`src/verilog/pad_pkg.sv`:
```
//========================================
// Widths and constants for the pad port logic
// Host joystick words are active high; the console nibble is active low
//========================================
package pad_pkg;

	//========================================
	// Constants
	//========================================

	localparam int num_ports          = 5;   // Multitap ports
	localparam int mouse_timeout_bits = 15;  // Inactivity timer width

	//========================================
	// Types
	//========================================

	// Bits 3:0 right, left, down, up
	// Bits 7:4 I, II, select, run
	// Bits 11:8 III to VI
	typedef logic [11:0] pad_buttons_t;

	typedef logic [15:0] pad_word_t;    // Four nibbles as the console reads them
	typedef logic [3:0]  pad_nibble_t;  // Pad input to the console

	typedef logic [2:0] port_t;  // Multitap port number

	typedef logic signed [7:0] mouse_delta_t;
	typedef logic [1:0]        mouse_step_t;  // Mouse nibble counter
	typedef logic [mouse_timeout_bits-1:0] mouse_timer_t;

	//========================================
	// Typed constants
	//========================================

	// Read from any port past the last one
	localparam pad_word_t idle_word = 16'h0FFF;

	// Last nibble of a mouse byte, also the re-arm value after a timeout
	localparam mouse_step_t mouse_last_step = 2'd3;

endpackage
```
`src/verilog/pce_pad_top.sv`:
```
//========================================
// All inputs must be synchronous to clk_sys
// joy_in follows joy_out after two edges
//========================================
`timescale 1ns/1ps

module pce_pad_top (
	input  logic                  clk_sys,
	input  logic                  arst_n,
	input  pad_pkg::pad_buttons_t pad_a,
	input  pad_pkg::pad_buttons_t pad_b,
	input  pad_pkg::pad_buttons_t pad_2,
	input  pad_pkg::pad_buttons_t pad_3,
	input  pad_pkg::pad_buttons_t pad_4,
	input  logic                  joy_swap,
	input  logic                  turbotap,
	input  logic                  buttons6,
	input  logic                  mouse_en,
	input  pad_pkg::mouse_delta_t mouse_x,
	input  pad_pkg::mouse_delta_t mouse_y,
	input  logic [1:0]            mouse_btn,
	input  logic                  mouse_strobe,
	input  logic [1:0]            joy_out,
	output pad_pkg::pad_nibble_t  joy_in
);

	import pad_pkg::*;

	logic         clr_rise;
	logic         sel_rise;
	logic         clr;
	port_t        port;
	logic         high_bank;
	mouse_step_t  mouse_step;
	mouse_delta_t ms_x;
	mouse_delta_t ms_y;

	pad_edge_decode pad_edge_decode_i (
		.clk_sys  (clk_sys),
		.arst_n   (arst_n),
		.joy_out  (joy_out),
		.clr_rise (clr_rise),
		.sel_rise (sel_rise),
		.clr      (clr)
	);

	pad_port_sequencer pad_port_sequencer_i (
		.clk_sys      (clk_sys),
		.arst_n       (arst_n),
		.clr          (clr),
		.clr_rise     (clr_rise),
		.sel_rise     (sel_rise),
		.buttons6     (buttons6),
		.turbotap     (turbotap),
		.mouse_strobe (mouse_strobe),
		.mouse_x      (mouse_x),
		.mouse_y      (mouse_y),
		.port         (port),
		.high_bank    (high_bank),
		.mouse_step   (mouse_step),
		.ms_x         (ms_x),
		.ms_y         (ms_y)
	);

	pad_nibble_select pad_nibble_select_i (
		.clk_sys    (clk_sys),
		.arst_n     (arst_n),
		.pad_a      (pad_a),
		.pad_b      (pad_b),
		.pad_2      (pad_2),
		.pad_3      (pad_3),
		.pad_4      (pad_4),
		.joy_swap   (joy_swap),
		.mouse_en   (mouse_en),
		.mouse_btn  (mouse_btn),
		.clr        (clr),
		.sel        (joy_out[0]),  // Select level picks the nibble
		.port       (port),
		.high_bank  (high_bank),
		.mouse_step (mouse_step),
		.ms_x       (ms_x),
		.ms_y       (ms_y),
		.joy_in     (joy_in)
	);

endmodule

```
`src/verilog/pad_nibble_select.sv`:
```
//========================================
// joy_in is active low and registered
// Mouse replaces port 0 only while mouse_en is set
//========================================
`timescale 1ns/1ps

module pad_nibble_select (
	input  logic                  clk_sys,
	input  logic                  arst_n,
	input  pad_pkg::pad_buttons_t pad_a,
	input  pad_pkg::pad_buttons_t pad_b,
	input  pad_pkg::pad_buttons_t pad_2,
	input  pad_pkg::pad_buttons_t pad_3,
	input  pad_pkg::pad_buttons_t pad_4,
	input  logic                  joy_swap,
	input  logic                  mouse_en,
	input  logic [1:0]            mouse_btn,   // Bit 0 left, bit 1 right
	input  logic                  clr,
	input  logic                  sel,
	input  pad_pkg::port_t        port,
	input  logic                  high_bank,
	input  pad_pkg::mouse_step_t  mouse_step,
	input  pad_pkg::mouse_delta_t ms_x,
	input  pad_pkg::mouse_delta_t ms_y,
	output pad_pkg::pad_nibble_t  joy_in
);

	import pad_pkg::*;

	pad_buttons_t pad_0;
	pad_buttons_t pad_1;
	pad_buttons_t pads [num_ports];
	logic [3:0]   mouse_hi;
	logic [7:0]   mouse_byte;
	pad_word_t    port_word;
	logic [1:0]   nib_idx;

	// Nibble 3 is always 0, directions reordered for the console
	function automatic pad_word_t to_word(input pad_buttons_t b);
		to_word = ~{4'hF, b[11:8], b[1], b[2], b[0], b[3], b[7:4]};
	endfunction

	assign pad_0 = joy_swap ? pad_b : pad_a;
	assign pad_1 = joy_swap ? pad_a : pad_b;
	assign pads  = '{pad_0, pad_1, pad_2, pad_3, pad_4};

	//========================================
	// Mouse byte
	//========================================

	always_comb begin
		case (mouse_step)
			2'd0:    mouse_hi = ms_x[7:4];
			2'd1:    mouse_hi = ms_x[3:0];
			2'd2:    mouse_hi = ms_y[7:4];
			default: mouse_hi = ms_y[3:0];
		endcase
	end

	assign mouse_byte = {mouse_hi, ~{pad_0[7:6], mouse_btn[0], mouse_btn[1]}};

	//========================================
	// Port word and output latch
	//========================================

	always_comb begin
		port_word = idle_word;  // Past the last port
		for (int i = 0; i < num_ports; i++) begin
			if (port == port_t'(i)) begin
				port_word = (i == 0 && mouse_en) ? {mouse_byte, mouse_byte} : to_word(pads[i]);
			end
		end
	end

	assign nib_idx = {high_bank, sel};

	always_ff @(posedge clk_sys or negedge arst_n) begin
		if (!arst_n) begin
			joy_in <= '0;
		end else if (clr) begin
			joy_in <= '0;
		end else begin
			joy_in <= port_word[{nib_idx, 2'b00} +: 4];
		end
	end

endmodule

```
`src/verilog/pad_port_sequencer.sv`:
```
//========================================
// State advances one edge after a strobe
// Port only steps with turbotap; bank only toggles with buttons6
//========================================
`timescale 1ns/1ps

module pad_port_sequencer (
	input  logic                  clk_sys,
	input  logic                  arst_n,
	input  logic                  clr,
	input  logic                  clr_rise,
	input  logic                  sel_rise,
	input  logic                  buttons6,
	input  logic                  turbotap,
	input  logic                  mouse_strobe,
	input  pad_pkg::mouse_delta_t mouse_x,
	input  pad_pkg::mouse_delta_t mouse_y,
	output pad_pkg::port_t        port,
	output logic                  high_bank,
	output pad_pkg::mouse_step_t  mouse_step,
	output pad_pkg::mouse_delta_t ms_x,
	output pad_pkg::mouse_delta_t ms_y
);

	import pad_pkg::*;

	mouse_timer_t mouse_timer;
	logic         timer_done;
	mouse_delta_t pend_x;      // Collected since the last byte
	mouse_delta_t pend_y;
	logic         byte_done;   // Clear edge on the last nibble

	assign timer_done = &mouse_timer;  // Saturated
	assign byte_done  = clr_rise && (mouse_step == mouse_last_step);

	//========================================
	// Multitap port and button bank
	//========================================

	always_ff @(posedge clk_sys or negedge arst_n) begin
		if (!arst_n) begin
			port      <= '0;
			high_bank <= 1'b0;
		end else if (clr) begin
			port <= '0;
			if (clr_rise) begin
				high_bank <= buttons6 & ~high_bank;  // Six-button pads alternate
			end
		end else if (sel_rise && turbotap) begin
			port <= port + 1'b1;
		end
	end

	//========================================
	// Mouse counter and inactivity timer
	//========================================

	always_ff @(posedge clk_sys or negedge arst_n) begin
		if (!arst_n) begin
			mouse_timer <= '0;
		end else if (clr) begin
			mouse_timer <= '0;  // Console is polling
		end else if (!timer_done) begin
			mouse_timer <= mouse_timer + 1'b1;
		end
	end

	// A timeout parks the counter so the next clear edge wraps to 0
	always_ff @(posedge clk_sys or negedge arst_n) begin
		if (!arst_n) begin
			mouse_step <= '0;
		end else if (clr_rise) begin
			mouse_step <= mouse_step + 1'b1;
		end else if (timer_done) begin
			mouse_step <= mouse_last_step;
		end
	end

	//========================================
	// Mouse deltas
	//========================================

	always_ff @(posedge clk_sys or negedge arst_n) begin
		if (!arst_n) begin
			pend_x <= '0;
			pend_y <= '0;
		end else if (mouse_strobe) begin
			pend_x <= -mouse_x;  // Console X runs the other way
			pend_y <= mouse_y;
		end else if (byte_done) begin
			pend_x <= '0;
			pend_y <= '0;
		end
	end

	always_ff @(posedge clk_sys or negedge arst_n) begin
		if (!arst_n) begin
			ms_x <= '0;
			ms_y <= '0;
		end else if (byte_done) begin
			ms_x <= pend_x;  // Stable for the whole next byte
			ms_y <= pend_y;
		end
	end

endmodule

```
`src/verilog/pad_edge_decode.sv`:
```
//========================================
// joy_out must already be synchronous to clk_sys
// Select edges are ignored while clear is high
//========================================
`timescale 1ns/1ps

module pad_edge_decode (
	input  logic       clk_sys,
	input  logic       arst_n,
	input  logic [1:0] joy_out,   // Bit 0 select, bit 1 clear
	output logic       clr_rise,
	output logic       sel_rise,
	output logic       clr
);

	logic [1:0] last_out;  // Lines from the previous cycle

	//========================================
	// Previous line state
	//========================================

	always_ff @(posedge clk_sys or negedge arst_n) begin
		if (!arst_n) begin
			last_out <= 2'b00;
		end else begin
			last_out <= joy_out;
		end
	end

	//========================================
	// Edge strobes
	//========================================

	assign clr = joy_out[1];

	// One cycle per rising edge
	assign clr_rise = joy_out[1] & ~last_out[1];

	// Clear has priority, so a select edge under clear is dropped here
	assign sel_rise = joy_out[0] & ~last_out[0] & ~joy_out[1];

endmodule

```
`config.mk`:
```
export PLATFORM = sky130hd
export DESIGN_NAME = pce_pad_top
export DESIGN_NICKNAME = d
export VERILOG_FILES = /design/src/verilog/pad_pkg.sv /design/src/verilog/pce_pad_top.sv /design/src/verilog/pad_nibble_select.sv /design/src/verilog/pad_port_sequencer.sv /design/src/verilog/pad_edge_decode.sv
export SDC_FILE = /design/constraint.sdc
export NUM_CORES = 1
export LEC_CHECK = 0
export ABC_AREA = 1
export BUFFER_PORTS_ARGS = -buffer_cell sky130_fd_sc_hd__buf_2
export CORE_MARGIN = 4
export CORE_UTILIZATION = 58
export CTS_CLUSTER_DIAMETER = 200
export CTS_CLUSTER_SIZE = 12
export DETAILED_ROUTE_END_ITERATION = 8
export HOLD_SLACK_MARGIN = 0.06
export MAX_ROUTING_LAYER = met4
export PLACE_DENSITY = 0.88
export SETUP_SLACK_MARGIN = 0.15
export SKIP_CTS_REPAIR_TIMING = 1
export SYNTH_ARGS = -nofsm -noshare
export SYNTH_HDL_FRONTEND = slang
export SYNTH_HIERARCHICAL = 1
export SYNTH_SLANG_ARGS = --single-unit
export TNS_END_PERCENT = 1
```
`constraint.sdc`:
```
create_clock -name clk_sys -period 3.4 [get_ports clk_sys]
set_input_delay 0.68 -clock clk_sys [delete_from_list [all_inputs] [get_ports clk_sys]]
set_output_delay 0.68 -clock clk_sys [all_outputs]
set_load 0.1 [all_outputs]
```
# Word-level counts from Yosys, hierarchy flattened
# Cells that the tools add are included.
# totals
regBits	59
inputBits	87
out_inout_bits	4
elab_cells	65
# classes
addsub	4
eq_ne	8
shift	1
mux	19
bitwise	14
reduce_logical	9
# ops
op	count
two-way mux 16 bit	6
inverter 16 bit	5
two-way mux 15 bit	2
two-way mux 12 bit	2
two-way mux 8 bit	3
variable part select 16 x 5 -> 4 bit	1
adder 15 x 1 -> 15 bit (second input constant)	1
AND reduction 15 bit	1
one-hot mux 4 bit (3 select lines)	1
negation 8 bit	1
equality test 3 x 2 -> 1 bit (second input constant)	2
two-way mux 3 bit	2
nonzero test 2 bit	3
AND 1 bit	4
equality test 2 bit (second input constant)	2
two-way mux 2 bit	2
two-way mux 4 bit	1
inverter 1 bit	4
inverter 4 bit	1
adder 3 x 1 -> 3 bit (second input constant)	1
equality test 3 x 1 -> 1 bit (second input constant)	1
equality test 3 bit (second input constant)	1
zero test 3 bit	1
adder 2 x 1 -> 2 bit (second input constant)	1
other kinds (5)	6

# Depth between registers and ports, before layout
# Gate-level depths: netlist of run 1.
# logic_depth
word_depth	10
mapped_depth	11
depth_no_buf	11

# Cells and area by module
# The synthesis of run 1 kept the hierarchy.
# modules_own_cells
module	instances	cells_each	area_each_um2	seq_area_each_um2
pad_port_sequencer	1	295	2463.6	1326.3
pad_nibble_select	1	283	1305.0	100.1
pad_edge_decode	1	7	77.6	50.0

# Least setup slack after synthesis of run 1
# No wires, ideal clock.
# synth_timing
path_kind	input to register
start	in joy_swap
end	reg pad_nibble_select_i.joy_in[2]
setup_ns	0.077
arrival_ns	1.532
t_required_ns	3.323
path_slack_ns	1.790
path_stages	10
n_path_buf	1
path_cell_list	inv_1 buf_2 nand2_1 nand3_1 nand2_1 nand2_1 nand4_1 o21bai_1 nand2_1 a21oi_1
# synth_via
elab_chain_len	10
# synth_lines
element	line_no	rtl
from (decl)	pce_pad_top.sv:15	input logic joy_swap,
two-way mux 12 bit	pad_nibble_select.sv:43	assign pad_0 = joy_swap ? pad_b : pad_a;
inverter 16 bit / inverter 4 bit (equally long branches)	pad_nibble_select.sv:40, pad_nibble_select.sv:60	
two-way mux 16 bit	pad_nibble_select.sv:70	port_word = (i == 0 && mouse_en) ? {mouse_byte, mouse_byte} : to_word(pads[i]);
two-way mux 16 bit	pad_nibble_select.sv:69	if (port == port_t'(i)) begin
two-way mux 16 bit (*) (4 in series)	pad_nibble_select.sv:69	
variable part select 16 x 5 -> 4 bit (*)	pad_nibble_select.sv:83	joy_in <= port_word[{nib_idx, 2'b00} +: 4];
two-way mux 4 bit (*)	pad_nibble_select.sv:80	end else if (clr) begin
to (signal assigned)	pad_nibble_select.sv:83	
to (decl)	pad_nibble_select.sv:25	output pad_pkg::pad_nibble_t joy_in
# Every way passes the cells marked *; elsewhere a longest branch is shown, timed or not.
# A chain may end at the register's enable or synchronous reset.

# Worst setup path in the final report of run 1
# layout_timing
start	reg pad_port_sequencer_i.port[2]
end	reg pad_nibble_select_i.joy_in[1]
# layout_via
elab_chain_len	8
# layout_lines
element	line_no	rtl
from (decl)	pad_port_sequencer.sv:18	output pad_pkg::port_t port,
from (signal assigned)	pad_port_sequencer.sv:50	port <= port + 1'b1;
zero test 3 bit	pad_nibble_select.sv:69	
two-way mux 16 bit (4 in series)	pad_nibble_select.sv:69	
two-way mux 16 bit (*)	pad_nibble_select.sv:69	
variable part select 16 x 5 -> 4 bit (*)	pad_nibble_select.sv:83	
two-way mux 4 bit (*)	pad_nibble_select.sv:80	
# Marks and branches as above.

==> flow_metrics.env, run 1 <==
export IMPL_status="completed"
export IMPL_drc=0
export IMPL_synth_edf_count=0
export IMPL_num_vias=4021
export IMPL_setup_tns_ns=0
export IMPL_hold_path_class="in -> async"
export IMPL_antenna_cells=0
export IMPL_cts_buffers=9
export IMPL_htreeDepth=3
export IMPL_relSlewSlack_pct=38.4
export IMPL_grt_setup_unrepaired="no"
export IMPL_cp_max_fo=12
export IMPL_cts_sinks=59
export IMPL_postSynthAreaPerCell_sq_um=6.57
export IMPL_clk_path_buf_depth=2
export IMPL_worstPathCellList="inv_2, nand2_1, nor2_1, nand2_1, nand2_1, inv_1, nand4_1, nand2_1, a21oi_1, nor2_1"
export IMPL_hpwl_mm=7.08
export IMPL_grt_pass1_wl_mm=15.2
export IMPL_fin_util_pct=71.1
export IMPL_synth_cell_area_sq_um=3850
export IMPL_cpMostUsedCell="nand2_1"
export IMPL_finClkSkew_ns=0.00904
export IMPL_yosysWarnings=6
export IMPL_routed_wl_mm=9.36
export IMPL_synth_cells=585
export IMPL_synth_seq_cells=59
export IMPL_clkLatencyLatePin_ns=0.34
export IMPL_synthTopCellsByCount="212 x nand2_1, 78 x inv_1, 59 x dfrtp_1"
export IMPL_num_io_pins=91
export IMPL_die_area_sq_um=8000
export IMPL_nFillCells=534
export IMPL_critPathMaxStageDelay_ns=0.67
export IMPL_port_buffers=90
export IMPL_track_usage_pct=25.1
export IMPL_dpl_cell_area_sq_um=4320
export IMPL_root_buffer="clkbuf_8"
export IMPL_yosysMostFrequentCell="nand2_1"
export IMPL_synth_area_leaders="dfrtp_1 38%, nand2_1 21%, inv_1 7.6%, nand3_1 6.9%, o21ai_0 6.5%"
export IMPL_wire_per_inst_um=12.5
export IMPL_max_vdd_ir_drop_mv=0.403
export IMPL_cts_tree="built"
export IMPL_drtIter0Drc=298
export IMPL_initial_utilization_pct=60.2
export IMPL_synth_top_area_share_pct=38.4
export IMPL_design_core_area_sq_um=6390
export IMPL_syn_num_nets=676
export IMPL_critPathCaptureType="flop"
export IMPL_cp_start_kind="flop"
export IMPL_antenna_found_initial=0
export IMPL_cp_num_buf_inv=2
export IMPL_power_density_nw_per_um2=449
export IMPL_globalplace_congestion=0.897
export IMPL_slew_violations=0
export IMPL_synthFlopType="dfrtp_1"
export IMPL_synth_distinct_cells=30
export IMPL_clkTransAtPathRegs_ns=0.07
export IMPL_drive_above_1_share_pct=19.9
export IMPL_required_ns=3.62
export IMPL_period_needed_ns=2.11
export IMPL_post_route_period_util_pct=62.0
export IMPL_cp_top_family="simple AND/OR/NAND/NOR gates"
export IMPL_grt_max_degree=33
export IMPL_grt_pass1_vias=3658
export IMPL_rows=29
export IMPL_fin_nets=760
export IMPL_synth_top_area_cell="dfrtp_1"
export IMPL_drv_cap=0
export IMPL_clock_fmax_mhz=474
export IMPL_dr_pass1_iters=5
export IMPL_path_class="reg -> reg"
export IMPL_synth_yosys_seq_area_share_pct=38.4
export IMPL_vias_per_cell=5.35
export IMPL_setup_viol=0
export IMPL_whs_ns=0.350
export IMPL_cpMaxStageDelayCell="nor2_1"
export IMPL_design_area_sq_um=4540
export IMPL_leakagePower_nw=2.54
export IMPL_critPathArrivalTime_ns=2.33
export IMPL_area_growth_pct=18.0
export IMPL_worst_pin_slew_ns=0.919
export IMPL_die_h_um=89.4
export IMPL_die_w_um=89.4
export IMPL_total_power_mw=2.04
export IMPL_grt_overflow=0
export IMPL_final_hold_viol_count=0
export IMPL_ant_nets=0
export IMPL_async_flop_share_pct=100
## logic make-up after synthesis
family / after synthesis / synth area share, %
adder cells (fa/ha/maj): 4 / 1.30
buffers and inverters: 101 / 10.5
flip-flops: 59 / 38.4
AO/OA/AOI/OAI: 76 / 10.6
XOR/XNOR: 2 / 0.456
AND/OR/NAND/NOR: 341 / 38.2
multiplexers: 2 / 0.586
## power by group
part | internal [mW] | total (mW) | switching, mW
Combinational | 0.161 | 0.445 | 0.284
Clock | 0.418 | 0.704 | 0.286
Sequential | 0.815 | 0.888 | 0.0729
Total | 1.39 | 2.04 | 0.643
## sequential cells by signal, indices dropped and copies added, names as in the netlist
| register | count |
|---|---|
| pad_edge_decode_i/last_out | 2 |
| pad_port_sequencer_i/mouse_step | 2 |
| pad_port_sequencer_i/pend_x | 8 |
| pad_nibble_select_i/joy_in | 4 |
| pad_port_sequencer_i/port | 3 |
| pad_port_sequencer_i/ms_y | 8 |
| pad_port_sequencer_i/high_bank | 1 |
| pad_port_sequencer_i/mouse_timer | 15 |
| pad_port_sequencer_i/ms_x | 8 |
| pad_port_sequencer_i/pend_y | 8 |
## routing by layer
| layer | track usage [%] | routed length, um |
|---|---|---|
| met5 | - | 0 |
| met4 | 7.71 | 70 |
| met3 | 5.62 | 623 |
| met2 | 42.2 | 4650 |
| met1 | 30.2 | 4020 |
## stage by stage
| step | setup WS (ns) | cells |
|---|---|---|
| after detailed placement | 1.28 | 735 |
| final | 1.29 | 751 |
| after global placement | 1.38 | 735 |
| after global routing | 1.11 | 751 |
| after floorplan | 1.79 | 585 |
| after CTS | 1.33 | 751 |
## worst register-to-register path: cells and delay by family (launching register included)
kind	cells	cell delay, ns
simple gates	7	1.21
buf+inv	2	0.15
compound gates	1	0.13
flops	1	0.50
## path summary, 6_finish.rpt
| check | depth (start not counted) | from | to | slack [ns] |
|---|---|---|---|---|
| worst max register to register | 10 | pad_port_sequencer_i/port[2] | pad_nibble_select_i/joy_in[1] | 1.29 |
| min in group clk_sys | 2 | pad_port_sequencer_i/pend_x[5] | pad_port_sequencer_i/pend_x[5] | 0.48 |
| max in group asynchronous | 2 | arst_n | pad_port_sequencer_i/ms_x[2] | 2.24 |
| worst min-delay path | 1 | arst_n | pad_port_sequencer_i/mouse_timer[11] | 0.35 |
| worst min register to register | 2 | pad_port_sequencer_i/pend_x[5] | pad_port_sequencer_i/pend_x[5] | 0.48 |
| worst max-delay path | 10 | pad_port_sequencer_i/port[2] | pad_nibble_select_i/joy_in[1] | 1.29 |
## cell usage in the layout, fill, tap and decap left out, drive strengths merged, types with 5 or more instances in the layout
cell type,count
a21oi,11
buf,93
clkbuf,9
dfrtp,59
inv,83
nand2,216
nand3,53
nand4,17
nor2,43
o211ai,5
o21ai,52
or2,9
## final cells by class
type	count	area (sq um)	share of cell area, %
clock buffer	9	124	2.73
tap	77	96.3	2.12
sequential	59	1480	32.5
timing repair buffer	93	473	10.4
multi-input combinational	425	1970	43.3
clock inverter	7	100	2.21
inverter	81	304	6.70
Note: power is estimated with default switching activity, not from simulation.
==> run 2, diff against run 1 <==
Settings changed: CORE_UTILIZATION 58 to 54, PLACE_DENSITY 0.88 to 0.83.
Clock period 3.4 ns to 1.95 ns, I/O delays scaled along.
==> flow_metrics.env, run 2 (synthesis gave the netlist of run 1 again) <==
export IMPL_critPathMaxStageDelay_ns=0.50
export IMPL_cp_num_buf_inv=0
export IMPL_num_io_pins=91
export IMPL_required_ns=2.20
export IMPL_ant_nets=0
export IMPL_track_usage_pct=24.3
export IMPL_clock_fmax_mhz=589
export IMPL_max_vdd_ir_drop_mv=0.616
export IMPL_dr_pass1_iters=5
export IMPL_worstPathCellList="nor3_4, nand2_1, o21ai_0, o21bai_1, nand2_1, a21oi_1"
export IMPL_antenna_cells=0
export IMPL_design_core_area_sq_um=6870
export IMPL_grt_overflow=0
export IMPL_finClkSkew_ns=0.00901
export IMPL_clkTransAtPathRegs_ns=0.07
export IMPL_clk_path_buf_depth=2
export IMPL_grt_pass1_wl_mm=16.4
export IMPL_cp_top_family="simple AND/OR/NAND/NOR gates"
export IMPL_post_route_period_util_pct=87.0
export IMPL_hpwl_mm=7.68
export IMPL_initial_utilization_pct=56.0
export IMPL_setup_viol=0
export IMPL_relSlewSlack_pct=67.3
export IMPL_area_growth_pct=20.0
export IMPL_clkLatencyLatePin_ns=0.33
export IMPL_largest_reg_flops=15
export IMPL_drv_cap=0
export IMPL_globalplace_congestion=0.940
export IMPL_design_area_sq_um=4620
export IMPL_cts_tree="built"
export IMPL_drive_above_1_share_pct=20.7
export IMPL_mostFrequentLayoutCells="211 x nand2_1, 90 x buf_2, 78 x inv_1"
export IMPL_wire_per_inst_um=12.8
export IMPL_largest_register="pad_port_sequencer_i/mouse_timer"
export IMPL_final_hold_viol_count=0
export IMPL_critPathArrivalTime_ns=1.95
export IMPL_cp_start_kind="flop"
export IMPL_grt_setup_unrepaired="yes"
export IMPL_period_needed_ns=1.70
export IMPL_drc=0
export IMPL_slew_violations=0
export IMPL_hold_path_class="in -> reg"
export IMPL_layout_commonest_cell="nand2_1"
export IMPL_grt_max_degree=40
export IMPL_num_vias=4077
export IMPL_dpl_cell_area_sq_um=4400
export IMPL_root_buffer="clkbuf_8"
export IMPL_routed_wl_mm=9.97
export IMPL_die_area_sq_um=8540
export IMPL_cpMostUsedCell="nand2_1"
export IMPL_fin_nets=768
export IMPL_die_w_um=92.4
export IMPL_cts_buffers=9
export IMPL_antenna_found_initial=0
export IMPL_htreeDepth=3
export IMPL_port_buffers=90
export IMPL_status="completed"
export IMPL_power_density_nw_per_um2=740
export IMPL_worst_pin_slew_ns=0.490
export IMPL_drtIter0Drc=263
export IMPL_path_class="reg -> reg"
export IMPL_setup_tns_ns=0
export IMPL_die_h_um=92.4
export IMPL_cts_sinks=59
export IMPL_critPathCaptureType="flop"
export IMPL_cp_max_fo=9
export IMPL_cpMaxStageDelayCell="dfrtp_1"
export IMPL_rows=30
export IMPL_grt_pass1_vias=3877
export IMPL_leakagePower_nw=2.57
export IMPL_vias_per_cell=5.24
[run 2: cell count changes in the layout (fill, tap and decap cells not counted), sizes merged]
cell         before  now
buf              93  100
bufinv            2    1
inv              83   81
clkinvlp          0    1
clkbuf            9   11
dlygate4sd3       0    1
[run 2: cell type report]
cell class                      instances  area, sq um
Fill cell                             616         2250
Timing Repair Buffer                  101          548
Clock inverter                          5         52.6
Inverter                               81          304
Clock buffer                           11          141
Sequential cell                        59         1480
Tap cell                               96          120
Multi-Input combinational cell        425         1970
[run 2: stage by stage]
stage / hold WS [ns] / util, % / power, mW / std cells / worst slack (ns)
2_1_floorplan: 0.0944 / - / 2.06 / 585 / 0.529
3_3_place_gp: 0.379 / 64.1 / 2.32 / 761 / 0.253
3_5_place_dp: 0.381 / 64.1 / 2.35 / 761 / 0.172
4_1_cts: 0.0104 / 66.9 / 3.44 / 777 / 0.162
5_1_grt: 0.248 / 67.2 / 3.63 / 778 / 0.0640
6_report: 0.259 / 67.2 / 3.41 / 778 / 0.253
[run 2: power breakdown]
part | total [mW] | switching (mW) | internal, mW
logic | 0.788 | 0.496 | 0.291
clock network | 1.07 | 0.456 | 0.618
registers | 1.55 | 0.130 | 1.42
total | 3.41 | 1.08 | 2.33
[run 2: path summary, 6_finish.rpt]
kind | slack, ns | to | start | cells past startpoint
worst max register to register | 0.25 | pad_nibble_select_i/joy_in[2] | pad_port_sequencer_i/port[2] | 6
worst min register to register | 0.49 | pad_port_sequencer_i/ms_y[6] | pad_port_sequencer_i/ms_y[6] | 2
min in group asynchronous | 0.55 | pad_port_sequencer_i/mouse_timer[9] | arst_n | 2
max in group asynchronous | 0.84 | pad_port_sequencer_i/ms_y[4] | arst_n | 3
worst min-delay path | 0.26 | pad_port_sequencer_i/pend_y[2] | mouse_y[2] | 3
worst max-delay path | 0.25 | pad_nibble_select_i/joy_in[2] | pad_port_sequencer_i/port[2] | 6
[run 2: layer usage]
| metal | routed length [um] | vias up | GRT usage [%] |
|---|---|---|---|
| met5 | 0 | - | - |
| met4 | 204 | 0 | 9.65 |
| met3 | 520 | 32 | 4.96 |
| met2 | 5010 | 145 | 41.3 |
| met1 | 4230 | 1871 | 28.3 |
| li1 | - | 2029 | - |
[run 2: worst register-to-register path: cells and delay by family (launching register included)]
kind             cells  cell delay, ns
flip-flops           1            0.50
AND/OR/NAND/NOR      3            0.63
AO/OA/AOI/OAI        3            0.50
